## src/hw/dc_macros.svh

```systemverilog
`ifndef DC_MACROS_SVH
`define DC_MACROS_SVH

// geometry of the data cache array
`define DC_WAYS   4
`define DC_SETS   64
`define DC_WORDS  4   // words per line
`define DC_WORD_W 32
`define DC_ADDR_W 16  // byte address
`define DC_TAG_W  6

`endif

```

## src/hw/dc_pkg.sv

```systemverilog
`include "dc_macros.svh"

package dc_pkg;

  typedef logic [`DC_TAG_W-1:0]            dc_tag_t;
  typedef logic [$clog2(`DC_SETS)-1:0]     dc_index_t;
  typedef logic [$clog2(`DC_WORDS)-1:0]    dc_offset_t;
  typedef logic [$clog2(`DC_WAYS)-1:0]     dc_way_t;
  typedef logic [`DC_WORD_W-1:0]           dc_word_t;
  typedef logic [`DC_WORD_W/8-1:0]         dc_sel_t;
  typedef logic [`DC_WAYS-1:0]             dc_hit_t;

  typedef struct packed {
    dc_tag_t                           tag;
    dc_index_t                         index;
    dc_offset_t                        offset;
    logic [$clog2(`DC_WORD_W/8)-1:0]   byte_off;  // ignored
  } dc_addr_t;

  typedef struct packed {
    logic    valid;
    dc_tag_t tag;
  } dc_tag_entry_t;

  // rank 0 most recent, top rank is the victim
  typedef dc_way_t [`DC_WAYS-1:0] dc_ranks_t;

  typedef dc_word_t [`DC_WORDS-1:0] dc_line_t;

  typedef struct packed {
    logic      valid;
    dc_tag_t   tag;
    dc_index_t index;
    dc_line_t  line;
  } dc_fill_t;

endpackage

```

## src/hw/dc_ram.sv

```systemverilog
`timescale 1ns/1ps

module dc_ram #(
  parameter type payload_t = logic [31:0],
  parameter int  depth     = 64
) (
  input  logic                     clk,
  input  logic                     rst,
  input  logic                     rd_en,
  input  logic [$clog2(depth)-1:0] rd_addr,
  output payload_t                 rd_data,
  input  logic                     wr_en,
  input  logic [$clog2(depth)-1:0] wr_addr,
  input  payload_t                 wr_data
);

  payload_t                 mem [depth];
  logic [$clog2(depth)-1:0] addr_q;

  always_ff @(posedge clk) begin
    if (rst)
      addr_q <= '0;
    else if (rd_en)
      addr_q <= rd_addr;  // held otherwise
    if (wr_en)
      mem[wr_addr] <= wr_data;
  end

  // write first, the registered address sees the new word
  assign rd_data = mem[addr_q];

endmodule

```

## src/hw/dc_word_bank.sv

```systemverilog
`timescale 1ns/1ps
`include "dc_macros.svh"

module dc_word_bank
  import dc_pkg::*;
(
  input  logic      clk,
  input  logic      rst,
  input  dc_index_t index,
  input  logic      rd_en,
  output dc_word_t  rd_data,
  input  logic      hit_we,
  input  dc_sel_t   sel,
  input  dc_word_t  wdata,
  input  logic      fill_we,
  input  dc_word_t  fill_word
);

  dc_index_t index_q;
  dc_sel_t   sel_q;
  dc_word_t  wdata_q;
  dc_word_t  merged;

  always_ff @(posedge clk) begin
    if (rd_en) begin
      index_q <= index;
      sel_q   <= sel;
      wdata_q <= wdata;
    end
  end

  // read-modify-write of the old word
  always_comb begin
    for (int b = 0; b < $bits(dc_sel_t); b++)
      merged[8*b +: 8] = sel_q[b] ? wdata_q[8*b +: 8] : rd_data[8*b +: 8];
  end

  dc_ram #(
    .payload_t(dc_word_t),
    .depth    (`DC_SETS)
  ) u_ram (
    .clk,
    .rst,
    .rd_en,
    .rd_addr(index),
    .rd_data,
    .wr_en  (hit_we || fill_we),
    .wr_addr(index_q),
    .wr_data(fill_we ? fill_word : merged)
  );

  // controller never mixes a hit write and a fill in one cycle
  a_one_writer: assert property (@(posedge clk) disable iff (rst)
    !(hit_we && fill_we));

endmodule

```

## config.mk

```make
export PLATFORM = sky130hd
export DESIGN_NAME = dc_word_bank
export DESIGN_NICKNAME = d
export VERILOG_FILES = /design/src/hw/dc_pkg.sv /design/src/hw/dc_ram.sv /design/src/hw/dc_word_bank.sv
export VERILOG_INCLUDE_DIRS = /design/src /design/src/hw
export SDC_FILE = /design/constraint.sdc
export NUM_CORES = 2
export LEC_CHECK = 0
export ABC_AREA = 1
export ABC_CLOCK_PERIOD_IN_PS = 5900
export BUFFER_PORTS_ARGS = -buffer_cell sky130_fd_sc_hd__buf_4
export CORE_ASPECT_RATIO = 0.8
export CORE_MARGIN = 3
export CORE_UTILIZATION = 30
export DETAILED_ROUTE_END_ITERATION = 8
export PLACE_DENSITY = 0.42
export SYNTH_ARGS = -nofsm -noshare
export SYNTH_HDL_FRONTEND = slang
export SYNTH_SLANG_ARGS = --single-unit
```

## constraint.sdc

```tcl
create_clock -name clk -period 5.9 [get_ports clk]
set_clock_uncertainty 0.05 [all_clocks]
set_input_delay 1.18 -clock clk [delete_from_list [all_inputs] [get_ports clk]]
set_output_delay 1.18 -clock clk [all_outputs]
set_load 0.02 [all_outputs]
```

==> results.md <==
* CTS Hold Buffers Added at 0
* Via count at 56100
* Relative slew margins at 14.8%
* Clock slew at reported path FFs at 0.06 ns
* Setup-failing EPs final at 0
* Filler Cell Count at 27400
* WL/cell at 27.1 um
* Layout Area Growth over Synthesis at 14.7%
* Share of layout cells above drive strength 1 at 9.53%
* Most common cell after layout, fill and taps aside: nand2_1
* WS Path Type: reg -> out
* M2 GR Usage at 29.6%
* Clk pwr share at 39.9%
* Register share of total power at 51.7%
* Setup Fix Bufs, Post-CTS at 0
* Synth Area in XOR/XNOR at 0%
* Chip Height at 481 um
* Pwr Density at 339 mW/mm2
* Synth Area in Compound Gates at 0.0355%
* Most frequent cells in the layout: 2260 x nand2_1, 2090 x edfxtp_1, 1960 x nand3_1
* Critical Path Sink Type: output port
* Fmax at 0.183 GHz
* Hold WC Path Type: reg -> reg
* HPWL Detailed at 157 mm
* Root Buffer: clkbuf_16
* Slew Viols, Final at 0
* Die ar. at 0.288 mm2
* Worst Path Arrival at 4.24 ns
* Reg2reg setup slack at 1.37 ns
* Buffers on Ports at 110
* Fin Hold WS at 0.397 ns
* Max VDD drop at 0.000233 V
* CP most frequent cell: nand3_1
* Switching pwr at 8.02 mW
* DRC viols at 0
* Num CTS Buffers at 214
* Crit-path max FO at 159
* Wire length of the first global-routing pass at 416 mm
* Max-Cap Viols at 0
* DR vias/cell at 5.13
* Post-synthesis mux area share at 0%
* Adder-Cell Fraction of Synth Area at 0%
* Final period utilization at 92.8%
* Status: completed
* #FFs+latches synth at 2102
* Overflow after GRT at 0
* Simple-Gate Fraction of Synth Area at 22.5%
* H-tree depth at 4
* Worst path bufs/invs at 4
* Largest family of logic cells by synthesized area: simple AND/OR/NAND/NOR gates
* Max stage delay on crit path at 0.49 ns
* Number of global-route vias before repair at 53100
* Final instance area at 0.0969 mm2
* Final WL at 296 mm
* DRT Pass-1 Iters at 6
* Sw Ratio at 24.4%
* Core Area at 0.279 mm2
* RePlAce Congestion at 0.764
* LEAKAGE at 33.4 nW
* Clock buffer depth at 4
* Crit-path cells: inv_16, buf_12, nand2_1, nand3_1, nand3_1, nand3_1, nand3_1, nand3_1, nand2_1, inv_1, buf_4
* Worst Tran Pin Value at 1.28 ns
* Unique masters post-synth at 18
* DR iter-0 viols at 6599
* Power, Total at 32.8 mW
* Worst-Skew Late Latency at 0.86 ns
* Syn_nets at 7078
* TritonCTS clock tree: done
* Syn Area/Cell at 12.1 um2
* Nets at 7155
* Final hold violation count at 0
* # clock sinks at 2102
* Cell Area, Synth at 0.0845 mm2
* Met3 Use GR at 2.46%
* Req. time, crit path at 4.67 ns
* Critical Path Source Type: flip-flop
* CP delay by family, top: simple AND/OR/NAND/NOR gates
* RSZ-0062 raised after global routing: false
* Setup TNS at 0 ns
* Tmin final at 5.47 ns
* Die Span X at 599 um
* Sequential area share after synthesis at 74.6%
* Post-Syn Instances at 6999
* All-Layer GR Usage at 20.1%
* Slowest cell on the critical path: inv_16
* Post-CTS Resized at 0
* Cell Int Power at 24.8 mW
* Antenna Nets Post-Route at 0
* Final core utilization at 34.7%
* Logic pwr share at 8.5%
* M1 GR Usage at 31.3%
* Initial antenna violation count at 15
* Top Ports at 111
* YS warnings at 0
* Layer with the highest usage: met1
* Area after DPL at 0.0904 mm2
* Row count at 173
* Initial Util at 30.3%
* Largest net degree at the start of global routing at 209
metal layers:
metal  wire length, um  share of wire (%)
met1            143000                 48
met2            129000                 43
met3             17200                5.8
met4              6890                2.3
met5                13             0.0044
stage by stage:
stage,setup slack (ns),cells
finish,0.427,10900
global route,0.320,10900
CTS,0.332,10900
detailed placement,1.26,10500
global placement,1.24,10500
floorplan,0.506,6999
cells by family after synthesis:
family | after synthesis
AOI/OAI and AO/OA | 6
DFF | 2102
buffers and inverters | 502
and+or+nand+nor | 4389
layout make-up:
cell class              count  area (um2)  area share (%)
diodes                      7        17.5          0.0181
clock buffers             296        5820            6.01
clock inverters            85         657           0.678
inverters                  42         195           0.202
multi-input cells        4395       19600            20.2
flip-flops and latches   2102       63000            65.1
well taps                3675        4600            4.75
repair buffers            321        3010            3.11
synthesized netlist by cell type:
library cell / number / share of area [%]
buf_2: 269 / 1.6
a21oi_1: 6 / 0.036
nor2_1: 120 / 0.53
nor4_1: 8 / 0.059
inv_1: 39 / 0.17
buf_1: 52 / 0.23
inv_2: 2 / 0.0089
buf_4: 37 / 0.33
inv_4: 1 / 0.0074
buf_8: 1 / 0.018
clkbuf_1: 87 / 0.39
edfxtp_1: 2090 / 74
nand2_1: 2292 / 10
buf_6: 14 / 0.19
nand4_1: 8 / 0.059
or2_2: 1 / 0.0074
nand3_1: 1960 / 12
dfxtp_1: 12 / 0.28
registers in the layout (all words and copies together) (netlist names), named ones only:
signal        count
wdata_q          32
index_q           6
sel_q             4
u_ram.addr_q      6
u_ram.mem      2048
tightest hold or removal path: cells and delay by family, from the launching register on:
kind / cells / cell delay, ns
flip-flops: 1 / 0.29
AO/OA/AOI/OAI: 1 / 0.07
AND/OR/NAND/NOR: 1 / 0.05
power groups by stage:
stage	Clock, mW	Combinational [mW]	Sequential (mW)
after global placement	0	2.78	17.3
after global routing	14.0	2.99	17.0
final	13.1	2.77	17.0
after floorplan	0	1.43	17.3
after CTS	13.4	2.80	17.0
after detailed placement	0	2.79	17.3
worst paths after layout:
kind | start | endpoint | depth (start not counted)
min reg2reg | u_ram.addr_q[4]$_SDFFE_PP0P_ | flip-flop | 2
min | u_ram.addr_q[4]$_SDFFE_PP0P_ | flip-flop | 2
max | flip-flop | rd_data[10] | 11
max reg2reg | flip-flop | u_ram.mem[37][10]$_DFFE_PP_ | 13
(Power assumes the default switching activity.)
