===== src/hw/dc_macros.svh =====
`ifndef DC_MACROS_SVH
`define DC_MACROS_SVH

// geometry of the data cache array
`define DC_WAYS   4
`define DC_SETS   64
`define DC_WORDS  4   // words per line
`define DC_WORD_W 32
`define DC_ADDR_W 16  // byte address
`define DC_TAG_W  6

`endif


===== src/hw/dc_pkg.sv =====
`include "dc_macros.svh"

package dc_pkg;

  typedef logic [`DC_TAG_W-1:0]            dc_tag_t;
  typedef logic [$clog2(`DC_SETS)-1:0]     dc_index_t;
  typedef logic [$clog2(`DC_WORDS)-1:0]    dc_offset_t;
  typedef logic [$clog2(`DC_WAYS)-1:0]     dc_way_t;
  typedef logic [`DC_WORD_W-1:0]           dc_word_t;
  typedef logic [`DC_WORD_W/8-1:0]         dc_sel_t;
  typedef logic [`DC_WAYS-1:0]             dc_hit_t;

  typedef struct packed {
    dc_tag_t                           tag;
    dc_index_t                         index;
    dc_offset_t                        offset;
    logic [$clog2(`DC_WORD_W/8)-1:0]   byte_off;  // ignored
  } dc_addr_t;

  typedef struct packed {
    logic    valid;
    dc_tag_t tag;
  } dc_tag_entry_t;

  // rank 0 most recent, top rank is the victim
  typedef dc_way_t [`DC_WAYS-1:0] dc_ranks_t;

  typedef dc_word_t [`DC_WORDS-1:0] dc_line_t;

  typedef struct packed {
    logic      valid;
    dc_tag_t   tag;
    dc_index_t index;
    dc_line_t  line;
  } dc_fill_t;

endpackage


===== src/hw/dc_ram.sv =====
`timescale 1ns/1ps

module dc_ram #(
  parameter type payload_t = logic [31:0],
  parameter int  depth     = 64
) (
  input  logic                     clk,
  input  logic                     rst,
  input  logic                     rd_en,
  input  logic [$clog2(depth)-1:0] rd_addr,
  output payload_t                 rd_data,
  input  logic                     wr_en,
  input  logic [$clog2(depth)-1:0] wr_addr,
  input  payload_t                 wr_data
);

  payload_t                 mem [depth];
  logic [$clog2(depth)-1:0] addr_q;

  always_ff @(posedge clk) begin
    if (rst)
      addr_q <= '0;
    else if (rd_en)
      addr_q <= rd_addr;  // held otherwise
    if (wr_en)
      mem[wr_addr] <= wr_data;
  end

  // write first, the registered address sees the new word
  assign rd_data = mem[addr_q];

endmodule


===== src/hw/dc_tag_array.sv =====
`timescale 1ns/1ps
`include "dc_macros.svh"

module dc_tag_array
  import dc_pkg::*;
(
  input  logic      clk,
  input  logic      rst,
  input  dc_index_t index,
  input  logic      rd_en,
  input  dc_tag_t   tag,
  output dc_hit_t   hit,
  input  logic      wr_en,
  input  dc_way_t   wr_way,
  input  dc_tag_t   wr_tag,
  input  logic      sweep_we,
  input  dc_index_t sweep_index
);

  dc_tag_entry_t rd_entry [`DC_WAYS];
  dc_tag_entry_t wr_entry;
  dc_index_t     index_q;
  dc_index_t     wr_index;
  dc_tag_t       tag_q;
  logic          looked_q;

  always_ff @(posedge clk) begin
    if (rd_en) begin
      index_q <= index;
      tag_q   <= tag;   // compare tag
    end
  end

  always_ff @(posedge clk) begin
    if (rst)
      looked_q <= 1'b0;
    else
      looked_q <= rd_en;
  end

  // sweep clears every way of a set at once
  assign wr_index = sweep_we ? sweep_index : index_q;
  assign wr_entry = sweep_we ? '0 : dc_tag_entry_t'{valid: 1'b1, tag: wr_tag};

  for (genvar w = 0; w < `DC_WAYS; w++) begin : g_way
    dc_ram #(
      .payload_t(dc_tag_entry_t),
      .depth    (`DC_SETS)
    ) u_ram (
      .clk,
      .rst,
      .rd_en,
      .rd_addr(index),
      .rd_data(rd_entry[w]),
      .wr_en  (sweep_we || (wr_en && wr_way == dc_way_t'(w))),
      .wr_addr(wr_index),
      .wr_data(wr_entry)
    );
    assign hit[w] = rd_entry[w].valid && rd_entry[w].tag == tag_q;
  end

  // a line lives in one way only, fills reuse the way that holds it
  a_hit_onehot: assert property (@(posedge clk) disable iff (rst)
    looked_q |-> $onehot0(hit));

endmodule


===== config.mk =====
export PLATFORM = sky130hd
export DESIGN_NAME = dc_tag_array
export DESIGN_NICKNAME = d
export VERILOG_FILES = /design/src/hw/dc_pkg.sv /design/src/hw/dc_ram.sv /design/src/hw/dc_tag_array.sv
export VERILOG_INCLUDE_DIRS = /design/src /design/src/hw
export SDC_FILE = /design/constraint.sdc
export NUM_CORES = 2
export LEC_CHECK = 0
export BUFFER_PORTS_ARGS = -buffer_cell sky130_fd_sc_hd__clkbuf_2
export CAP_MARGIN = 10
export CORE_MARGIN = 4
export CORE_UTILIZATION = 63
export CTS_CLUSTER_DIAMETER = 60
export DETAILED_ROUTE_END_ITERATION = 7
export PLACE_DENSITY = 0.8
export SLEW_MARGIN = 20
export SYNTH_ARGS = -nofsm -noshare
export SYNTH_HDL_FRONTEND = slang
export SYNTH_SLANG_ARGS = --single-unit

===== constraint.sdc =====
create_clock -name clk -period 10.9 [get_ports clk]
set_clock_uncertainty 0.05 [all_clocks]
set_input_delay 0.545 -clock clk [delete_from_list [all_inputs] [get_ports clk]]
set_output_delay 0.545 -clock clk [all_outputs]
set_load 0.02 [all_outputs]

==> flow_metrics.env <==
export IMPL_setup_viol_count_final=0
export IMPL_cp_required_ps=10310
export IMPL_critPathMaxStageDelay_ps=970
export IMPL_grt_pass1_vias=35943
export IMPL_die_width_microns=342.9
export IMPL_hold_start="wr_tag[3]"
export IMPL_hpwlAfterDp_microns=101100
export IMPL_power_density_nw_per_um2=185.6
export IMPL_final_fill_count=6094
export IMPL_grt_usage=0.3088
export IMPL_max_slew_margin_rel=0.1448
export IMPL_hold_viol_final=0
export IMPL_path_cells="buf_12, buf_4, mux4_2, a22o_1, a221oi_1, a2bb2oi_1, nor4_1, o21ai_1, nor4_2, clkbuf_2"
export IMPL_port_buffers=34
export IMPL_syn_area_sq_um=70680
export IMPL_tns_ps=0
export IMPL_r2r_start="index_q[2]$_DFFE_PP_"
export IMPL_min_to="g_way[0].u_ram.mem[10][3]$_DFFE_PP_"
export IMPL_maxCapViolCount=0
export IMPL_cp_end_kind="primary output"
export IMPL_hp_class="in2reg"
export IMPL_htree_levels=4
export IMPL_cts_buffer_depth=3
export IMPL_syn_to_final_growth_pct=10.33
export IMPL_r2r_end="g_way[1].u_ram.mem[11][5]$_DFFE_PP_"
export IMPL_rows=122
export IMPL_detailroute_via_count=35401
export IMPL_synth_area_per_cell_sq_um=22.00
export IMPL_start_util=0.6369
export IMPL_root_buffer="clkbuf_16"
export IMPL_synth_ff_type="edfxtp_1"
export IMPL_worst_pin_slew_ps=1281
export IMPL_synthArstFlopShare=0
export IMPL_clock_latency_ps=790
export IMPL_whs_ps=238.3
export IMPL_cts_sinks=1816
export IMPL_final_nets=3340
export IMPL_status="completed"
export IMPL_rsz0062_at_grt="no"
export IMPL_place_gp_congestion=0.8884
export IMPL_synth_cell_types=61
export IMPL_synth_edf_count=1804
export IMPL_antenna_found_initial=7
export IMPL_worstSetupStartpointType="flip-flop"
export IMPL_cts_buffers=170
export IMPL_fin_crit_sh=0.5788
export IMPL_ys_seq_area_frac=0.7698
export IMPL_die_area_sq_um=117600
export IMPL_first_pass_iters=8
export IMPL_wl_microns=176800
export IMPL_synthCells=3212
export IMPL_hold_depth=2
export IMPL_crit_buf_inv=3
export IMPL_grt_overflow_total=0
export IMPL_leakagePower_nw=24.91
export IMPL_crit_family="buffers and inverters"
export IMPL_via_per_inst=7.166
export IMPL_pin_count=35
export IMPL_crit_path_top_delay_cell="dfxtp_4"
export IMPL_critPathKind="reg2out"
export IMPL_irDropWorstVdd_mv=0.1886
export IMPL_drv_slew=0
export IMPL_rr_worst_depth=5
export IMPL_layout_drive_gt1_share=0.2520
export IMPL_netlist_top_cell_by_area="edfxtp_1"
export IMPL_reg2reg_setup_slack_ps=6830
export IMPL_synth_top_area_share=0.7665
export IMPL_arrival_ps=5710
export IMPL_final_util=0.7027
export IMPL_yosys_warnings=0
export IMPL_design_area_sq_um=77980
export IMPL_cts_repair_resized=0
export IMPL_synth_common_cells="edfxtp_1 (1,804), mux4_2 (496), nor2_1 (295)"
export IMPL_first_iter_violations=5853
export IMPL_syn_num_nets=3243
export IMPL_wl_per_cell_microns=35.79
export IMPL_grt_max_degree=257
export IMPL_crit_path_max_fanout=88
export IMPL_die_h_microns=342.9
export IMPL_drc_errors=0
export IMPL_coreArea_sq_um=111000
export IMPL_fin_crit_ps=6309
export IMPL_drtAntennaViolNets=0
export IMPL_yosysMostFrequentCell="edfxtp_1"
export IMPL_fmax_ghz=0.1585
export IMPL_power_mw=14.47
export IMPL_path_clk_slew_ps=60
export IMPL_synth_seq_cells=1816
export IMPL_placed_cell_area_sq_um=72270
export IMPL_synthTopCellsByArea="edfxtp_1 (77%), mux4_2 (16%), nor2_1 (1.6%)"
export IMPL_cts_tree="done"
export IMPL_grt_first_pass_wirelength_microns=257300
## routing by layer
| layer | up-vias | global-route usage | part of all wire |
|---|---|---|---|
| met3 | 604 | 0.09779 | 0.14 |
| met4 | 12 | 0.1408 | 0.054 |
| met2 | 3048 | 0.4723 | 0.48 |
| li1 | 13623 | - | - |
| met5 | - | 0 | 0.00044 |
| met1 | 18114 | 0.4163 | 0.33 |
## kinds of logic after synthesis
logic type | synth area share
mux | 0.1688
buf+inv | 0.01483
simple gates | 0.02779
compound gates | 0.01522
xor+xnor | 0.003470
flops | 0.7698
## report_power, final
group	total, mW	switching (mW)	internal [mW]
registers	7.76	0.0379	7.72
clock network	5.87	2.57	3.30
logic	0.840	0.550	0.290
total	14.5	3.16	11.3
## timing repair
item,in CTS,in global routing
hold buffers,13,0
buffers inserted,0,0
hold endpoints to repair,22,0
## placed cells by master (no fill, tap or decap), drive strengths merged, types with 5 or more instances in the layout
cell type,count
edfxtp,1804
mux4,496
nor2,295
clkbuf,245
nand2,91
clkinv,72
mux2i,57
a22oi,54
buf,54
nand3,21
a21oi,18
mux2,17
xor2,17
bufinv,16
o21ai,14
inv,14
o22ai,13
dlygate4sd3,13
a221oi,13
dfxtp,12
nor2b,12
xnor2,11
nand4,10
a22o,8
and2,7
nor3,6
nor4,6
nand2b,5
or3,5
clkinvlp,5
## per-stage QoR
| step | instances | worst slack (ps) |
|---|---|---|
| after detailed placement | 4608 | 5432 |
| final | 4940 | 4591 |
| after CTS | 4933 | 4508 |
| after global placement | 4607 | 5380 |
| after global routing | 4937 | 4156 |
| after floorplan | 3212 | 2137 |
## registers in the layout, summed over array words and instances (netlist names), named ones only
register	cells
tag_q	6
g_way.u_ram.addr_q	6
g_way.u_ram.mem	1792
index_q	6
## how the worst max path moves through the flow
stage / slack [ps] / start / cells after the start / to
3_5_place_dp: 5430 / flip-flop / 10 / hit[1]
2_1_floorplan: 2140 / sweep_we / 3 / g_way[0].u_ram.mem[0][0]$_DFFE_PP_
3_3_place_gp: 5380 / flip-flop / 10 / hit[1]
4_1_cts: 4510 / flip-flop / 10 / hit[1]
5_1_grt: 4160 / flip-flop / 10 / hit[1]
6_report: 4590 / flip-flop / 10 / hit[1]
## area by class of cell
cell class / count / area [sq um] / area share
Sequential cell: 1816 / 54430 / 0.6979
Multi-Input combinational cell: 1214 / 15280 / 0.1959
Clock buffer: 211 / 4451 / 0.05707
Tap cell: 1488 / 1862 / 0.02387
Clock inverter: 101 / 1013 / 0.01300
Timing Repair Buffer: 101 / 917.1 / 0.01176
Inverter: 6 / 28.78 / 0.0003690
Antenna cell: 3 / 7.507 / 0.00009627
(Power assumes the default switching activity.)
