### src/hw/dc_macros.svh
`ifndef DC_MACROS_SVH
`define DC_MACROS_SVH

// geometry of the data cache array
`define DC_WAYS   4
`define DC_SETS   64
`define DC_WORDS  4   // words per line
`define DC_WORD_W 32
`define DC_ADDR_W 16  // byte address
`define DC_TAG_W  6

`endif

### src/hw/dc_pkg.sv
`include "dc_macros.svh"

package dc_pkg;

  typedef logic [`DC_TAG_W-1:0]            dc_tag_t;
  typedef logic [$clog2(`DC_SETS)-1:0]     dc_index_t;
  typedef logic [$clog2(`DC_WORDS)-1:0]    dc_offset_t;
  typedef logic [$clog2(`DC_WAYS)-1:0]     dc_way_t;
  typedef logic [`DC_WORD_W-1:0]           dc_word_t;
  typedef logic [`DC_WORD_W/8-1:0]         dc_sel_t;
  typedef logic [`DC_WAYS-1:0]             dc_hit_t;

  typedef struct packed {
    dc_tag_t                           tag;
    dc_index_t                         index;
    dc_offset_t                        offset;
    logic [$clog2(`DC_WORD_W/8)-1:0]   byte_off;  // ignored
  } dc_addr_t;

  typedef struct packed {
    logic    valid;
    dc_tag_t tag;
  } dc_tag_entry_t;

  // rank 0 most recent, top rank is the victim
  typedef dc_way_t [`DC_WAYS-1:0] dc_ranks_t;

  typedef dc_word_t [`DC_WORDS-1:0] dc_line_t;

  typedef struct packed {
    logic      valid;
    dc_tag_t   tag;
    dc_index_t index;
    dc_line_t  line;
  } dc_fill_t;

endpackage

### src/hw/wb_pkg.sv
`include "dc_macros.svh"

package wb_pkg;

  // wishbone classic, master to slave
  typedef struct packed {
    logic                    cyc;
    logic                    stb;
    logic                    we;
    logic [`DC_ADDR_W-1:0]   adr;
    logic [`DC_WORD_W/8-1:0] sel;
    logic [`DC_WORD_W-1:0]   dat;
  } wb_req_t;

  typedef struct packed {
    logic                  ack;
    logic                  err;  // miss
    logic [`DC_WORD_W-1:0] dat;
  } wb_rsp_t;

endpackage

### src/hw/dc_ctrl.sv
`timescale 1ns/1ps
`include "dc_macros.svh"

module dc_ctrl
  import dc_pkg::*, wb_pkg::*;
(
  input  logic                 clk,
  input  logic                 rst,
  input  wb_req_t              wb_req,
  output logic                 wb_rsp_ack,
  output logic                 wb_rsp_err,
  input  dc_fill_t             fill,
  output logic                 fill_ready,
  output dc_index_t            index,
  output dc_tag_t              tag,
  output logic                 rd_en,
  output dc_offset_t           offset,
  output dc_sel_t              sel,
  output dc_word_t             wdata,
  output logic [`DC_WORDS-1:0] bank_hit_we,
  output logic                 fill_we,
  output dc_way_t              fill_way,
  output dc_line_t             fill_line,
  output logic                 touch_en,
  output dc_way_t              touch_way,
  input  dc_hit_t              hit,
  input  dc_way_t              victim,
  output logic                 sweep_we,
  output dc_index_t            sweep_index
);

  typedef enum logic [2:0] {
    ST_SWEEP,
    ST_IDLE,
    ST_LOOK,   // ram outputs valid, hit known
    ST_RESP,
    ST_FILL
  } state_t;

  state_t    state;
  dc_index_t sweep_cnt;
  dc_fill_t  fill_q;
  logic      we_q;
  dc_addr_t  req_addr;
  logic      take_fill;
  logic      take_wb;
  logic      any_hit;
  dc_way_t   hit_way;
  dc_way_t   way_sel;

  assign req_addr   = dc_addr_t'(wb_req.adr);
  assign take_fill  = state == ST_IDLE && fill.valid;  // fills go first
  assign take_wb    = state == ST_IDLE && !fill.valid && wb_req.cyc && wb_req.stb;
  assign fill_ready = state == ST_IDLE;

  assign rd_en = take_fill || take_wb;
  assign index = take_fill ? fill.index : req_addr.index;
  // during the fill the held tag goes back to the tag array for the write
  assign tag   = take_fill ? fill.tag : (state == ST_FILL) ? fill_q.tag : req_addr.tag;
  assign sel   = wb_req.sel;
  assign wdata = wb_req.dat;

  always_comb begin
    hit_way = '0;
    for (int i = 0; i < `DC_WAYS; i++)
      if (hit[i])
        hit_way = dc_way_t'(i);
  end

  assign any_hit = |hit;
  assign way_sel = any_hit ? hit_way : victim;  // refill in place

  always_comb begin
    for (int w = 0; w < `DC_WORDS; w++)
      bank_hit_we[w] = state == ST_LOOK && we_q && any_hit && offset == dc_offset_t'(w);
  end

  assign fill_we   = state == ST_FILL;
  assign fill_way  = way_sel;
  assign fill_line = fill_q.line;
  assign touch_en  = (state == ST_LOOK && any_hit) || state == ST_FILL;
  assign touch_way = way_sel;

  assign sweep_we    = state == ST_SWEEP;
  assign sweep_index = sweep_cnt;

  always_ff @(posedge clk) begin
    if (rst) begin
      state      <= ST_SWEEP;
      sweep_cnt  <= '0;
      wb_rsp_ack <= 1'b0;
      wb_rsp_err <= 1'b0;
    end else begin
      wb_rsp_ack <= 1'b0;
      wb_rsp_err <= 1'b0;
      case (state)
        ST_SWEEP: begin
          sweep_cnt <= sweep_cnt + 1'b1;
          if (sweep_cnt == dc_index_t'(`DC_SETS - 1))
            state <= ST_IDLE;
        end
        ST_IDLE: begin
          if (take_fill)
            state <= ST_FILL;
          else if (take_wb)
            state <= ST_LOOK;
        end
        ST_LOOK: begin
          wb_rsp_ack <= any_hit;
          wb_rsp_err <= !any_hit;  // nothing behind us to fetch from
          state      <= ST_RESP;
        end
        ST_RESP: state <= ST_IDLE;
        ST_FILL: state <= ST_IDLE;
        default: state <= ST_IDLE;
      endcase
    end
  end

  // request and fill capture at the lookup edge
  always_ff @(posedge clk) begin
    if (take_fill)
      fill_q <= fill;
    if (take_wb) begin
      we_q   <= wb_req.we;
      offset <= req_addr.offset;
    end
  end

  // one response per access, exactly one of ack and err, one cycle long
  a_rsp_pulse: assert property (@(posedge clk) disable iff (rst)
    (wb_rsp_ack || wb_rsp_err) |->
      !(wb_rsp_ack && wb_rsp_err) ##1 !(wb_rsp_ack || wb_rsp_err));

endmodule

### config.mk
export PLATFORM = sky130hd
export DESIGN_NAME = dc_ctrl
export DESIGN_NICKNAME = d
export VERILOG_FILES = /design/src/hw/dc_pkg.sv /design/src/hw/wb_pkg.sv /design/src/hw/dc_ctrl.sv
export VERILOG_INCLUDE_DIRS = /design/src /design/src/hw
export SDC_FILE = /design/constraint.sdc
export NUM_CORES = 1
export LEC_CHECK = 0
export BUFFER_PORTS_ARGS = -buffer_cell sky130_fd_sc_hd__buf_2
export CAP_MARGIN = 10
export CORE_AREA = 2 2 161 163
export CTS_CLUSTER_DIAMETER = 60
export DETAILED_ROUTE_END_ITERATION = 10
export DIE_AREA = 0 0 163 165
export SYNTH_ARGS = -nofsm -noshare
export SYNTH_HDL_FRONTEND = slang
export SYNTH_SLANG_ARGS = --single-unit
### constraint.sdc
create_clock -name clk -period 5 [get_ports clk]
set_input_delay 0.25 -clock clk [delete_from_list [all_inputs] [get_ports clk]]
set_output_delay 0.25 -clock clk [all_outputs]
set_load 0.05 [all_outputs]
==> results.py <==
metrics = {
    "job": {
        "drv_cap": 0,
    },
    "global_route": {
        "grt_max_degree": 74,
        "grt-ovfl-total": 0,
        "antenna_found_initial": 0,
        "grt_pass1_vias": 3868,
        "grt_pass1_wl_mm": 20.7,
        "grt.total_usage_pct": 10.4,
    },
    "die": {
        "start_util_pct": 24.7,
        "pin_count": 403,
        "fp.dieW_um": 163,
        "die_area_sq_um": 26900,
        "placementRows": 58,
        "die_y_um": 165,
        "core_area_sq_um": 25000,
    },
    "yosys": {
        "synth_top_area_share_pct": 66.6,
        "yosysSeqAreaShare_pct": 70.2,
        "syn_inst": 405,
        "ys_ff_latch": 148,
        "ys_types": 36,
        "yosys.area.top_type": "edfxtp_1",
        "syn-num-nets": 610,
        "yosysWarnings": 0,
        "synthTopCellsByArea": "edfxtp_1, buf_4, dfxtp_1, mux2_1, nor2_1",
        "synth_area_sq_um": 6170,
        "avgSynthCellArea_sq_um": 15.2,
    },
    "clock_tree": {
        "clock-sinks": 148,
        "cts_buffer_depth": 2,
        "worstSkewPairLatency_ns": 0.41,
        "cts_setup_buffers": 0,
        "path_clk_slew_ns": 0.06,
        "cts_buffers": 17,
        "htree_levels": 4,
        "root_buffer": "clkbuf_16",
        "cts_tree": "built",
        "cts_resized": 0,
    },
    "setup_path": {
        "crit_slowest_cell": "inv_6",
        "cp.arrival_ns": 3.07,
        "crit_path_max_incr_delay_ns": 0.88,
        "critPathKind": "register to register",
        "worst-path-max-fanout": 73,
        "cp-start-kind": "register",
        "worstPathRequired_ns": 5.09,
        "end_kind": "register",
        "critical_path.top_delay_family": "buffers and inverters",
        "path_buf_inv": 2,
        "path_cells": "nand4bb_1 -> inv_6 -> buf_4",
    },
    "placed_design": {
        "dpl.hpwl_mm": 10.9,
        "port_buffers": 328,
        "dp_worst_setup_slack_ns": 2.01,
        "routabilityCongestion": 0.816,
    },
    "worst_hold_path": {
        "hold_class": "input port to register",
    },
    "route": {
        "dr.pass1.iters": 4,
        "vias": 3951,
        "routedWlPerCell_um": 14.9,
        "antenna_left": 0,
        "vias_per_cell": 3.78,
        "drc_errors": 0,
        "drt_iter0_drc": 200,
        "wl_mm": 15.5,
    },
    "cells_and_area": {
        "syn2layout_area_growth_pct": 42.3,
        "finalNetCount": 907,
        "drive_above_1_share_pct": 51.2,
        "diodes": 0,
    },
    "sta": {
        "finalHoldViolations": 0,
        "fin_ws_ns": 2.02,
        "fmax_mhz": 335,
        "tns_ns": 0,
        "fin_crit_ns": 2.98,
        "clock_skew_ns": 0.00943,
        "fin_crit_sh_pct": 59.6,
        "rsz0062_at_grt": "false",
        "worst_slew_pin_slew_ns": 0.992,
        "timing.slew.headroom_pct": 33.5,
        "slew_violations": 0,
        "setup_viol": 0,
    },
    "pwr": {
        "pwr_density_cell_nw_per_um2": 330,
        "ir_worst_vdd_v": 0.000156,
        "p_leak_nw": 3.67,
    },
    "run_status": {
        "status": "finished, final reports clean",
    },
}
-- cell usage after synthesis (all sizes together) --
cell type and count:
a211o 1, a211oi 2, a21oi 2, a31oi 6, and3 2, and4 1
buf 169, clkbuf 2, clkinv 1, dfxtp 11, edfxtp 137, ha 1
inv 3, mux2 9, mux2i 1, nand2 15, nand2b 1, nand3 3
nand3b 1, nand4 1, nand4bb 1, nor2 19, nor2b 3, nor3 3
nor4 1, nor4b 2, o21bai 1, or3b 2, or4 1, or4b 1
xnor2 2
-- path summary, 6_finish.rpt --
| check | depth (start not counted) | slack (ns) | endpoint | startpoint |
|---|---|---|---|---|
| worst max-delay path | 3 | 2.02 | fill_line[127] | state[0] |
| worst min-delay path | 1 | 0.03 | fill_line[18] | fill[18] |
| worst max register to register | 3 | 2.02 | fill_line[127] | state[0] |
| worst min register to register | 2 | 0.54 | state[0] | sweep_index[5] |
-- area by class of cell --
| cell class | count | area (sq um) |
|---|---|---|
| fill | 2419 | 16200 |
| sequential | 148 | 4330 |
| timing repair buffer | 449 | 2860 |
| multi-input combinational | 82 | 531 |
| clock buffer | 18 | 429 |
| tap | 330 | 413 |
| clock inverter | 14 | 188 |
| inverter | 4 | 32.5 |
-- through the flow --
stage / instance area, sq um / instances / hold slack (ns) / power (mW) / util, %
floorplan: 6170 / 405 / 0.349 / 1.51 / -
global placement: 6980 / 894 / 0.427 / 1.51 / 27.9
detailed placement: 6980 / 894 / 0.428 / 1.51 / 27.9
CTS: 8490 / 1015 / 0.000232 / 2.94 / 33.9
global route: 8790 / 1045 / -0.00606 / 3.03 / 35.1
finish: 8790 / 1045 / 0.0289 / 2.90 / 35.1
-- per-layer routing --
layer / track usage, % / part of all wire, %
met1: 10.7 / 38
met2: 18.2 / 49
met3: 4.39 / 9.9
met4: 5.31 / 3.0
met5: 0 / 0
-- cell families (layout without fill, tap and decap cells) --
kind of cell    count (synthesis)  count (layout)  share of synthesized area, %
simple gates                   57              57                          4.95
compound gates                 12              12                          1.36
fa+ha+maj                       1               1                         0.203
buf+inv                       175             485                          21.2
flops                         148             148                          70.2
xor+xnor                        2               2                         0.284
mux                            10              10                          1.80
-- worst register-to-register path: stages, from the launching register on --
cell and delay [ns]:
dfxtp_1 0.49, nand4bb_1 0.83, inv_6 0.88, buf_4 0.46
-- placed cells by master (no fill, tap or decap), types with 3 or more instances in the layout --
master and instances:
a31oi_1 6, buf_2 328, bufinv_16 3, clkbuf_16 17
clkinvlp_4 3, dfxtp_1 11, dlygate4sd3_1 119, edfxtp_1 137
inv_6 7, mux2_1 9, nand2_1 15, nand3_1 3
nor2_1 19, nor2b_1 3
-- state kept, by name, indices dropped and copies added (netlist names) --
signal	flops
we_q	1
wb_rsp_ack	1
sweep_index	6
state	3
fill_q	6
fill_line	128
wb_rsp_err	1
offset	2
-- what timing repair did --
action                     in CTS  in global routing
hold buffers                   89                 30
hold endpoints to repair       89                 30
setup endpoints to repair       0                  0
-- where the power goes --
part	switching, mW	internal (mW)
logic	0.0835	0.119
registers	0.00274	1.35
clock network	0.541	0.803
total	0.627	2.27
Power figures use the tool's default switching activity.
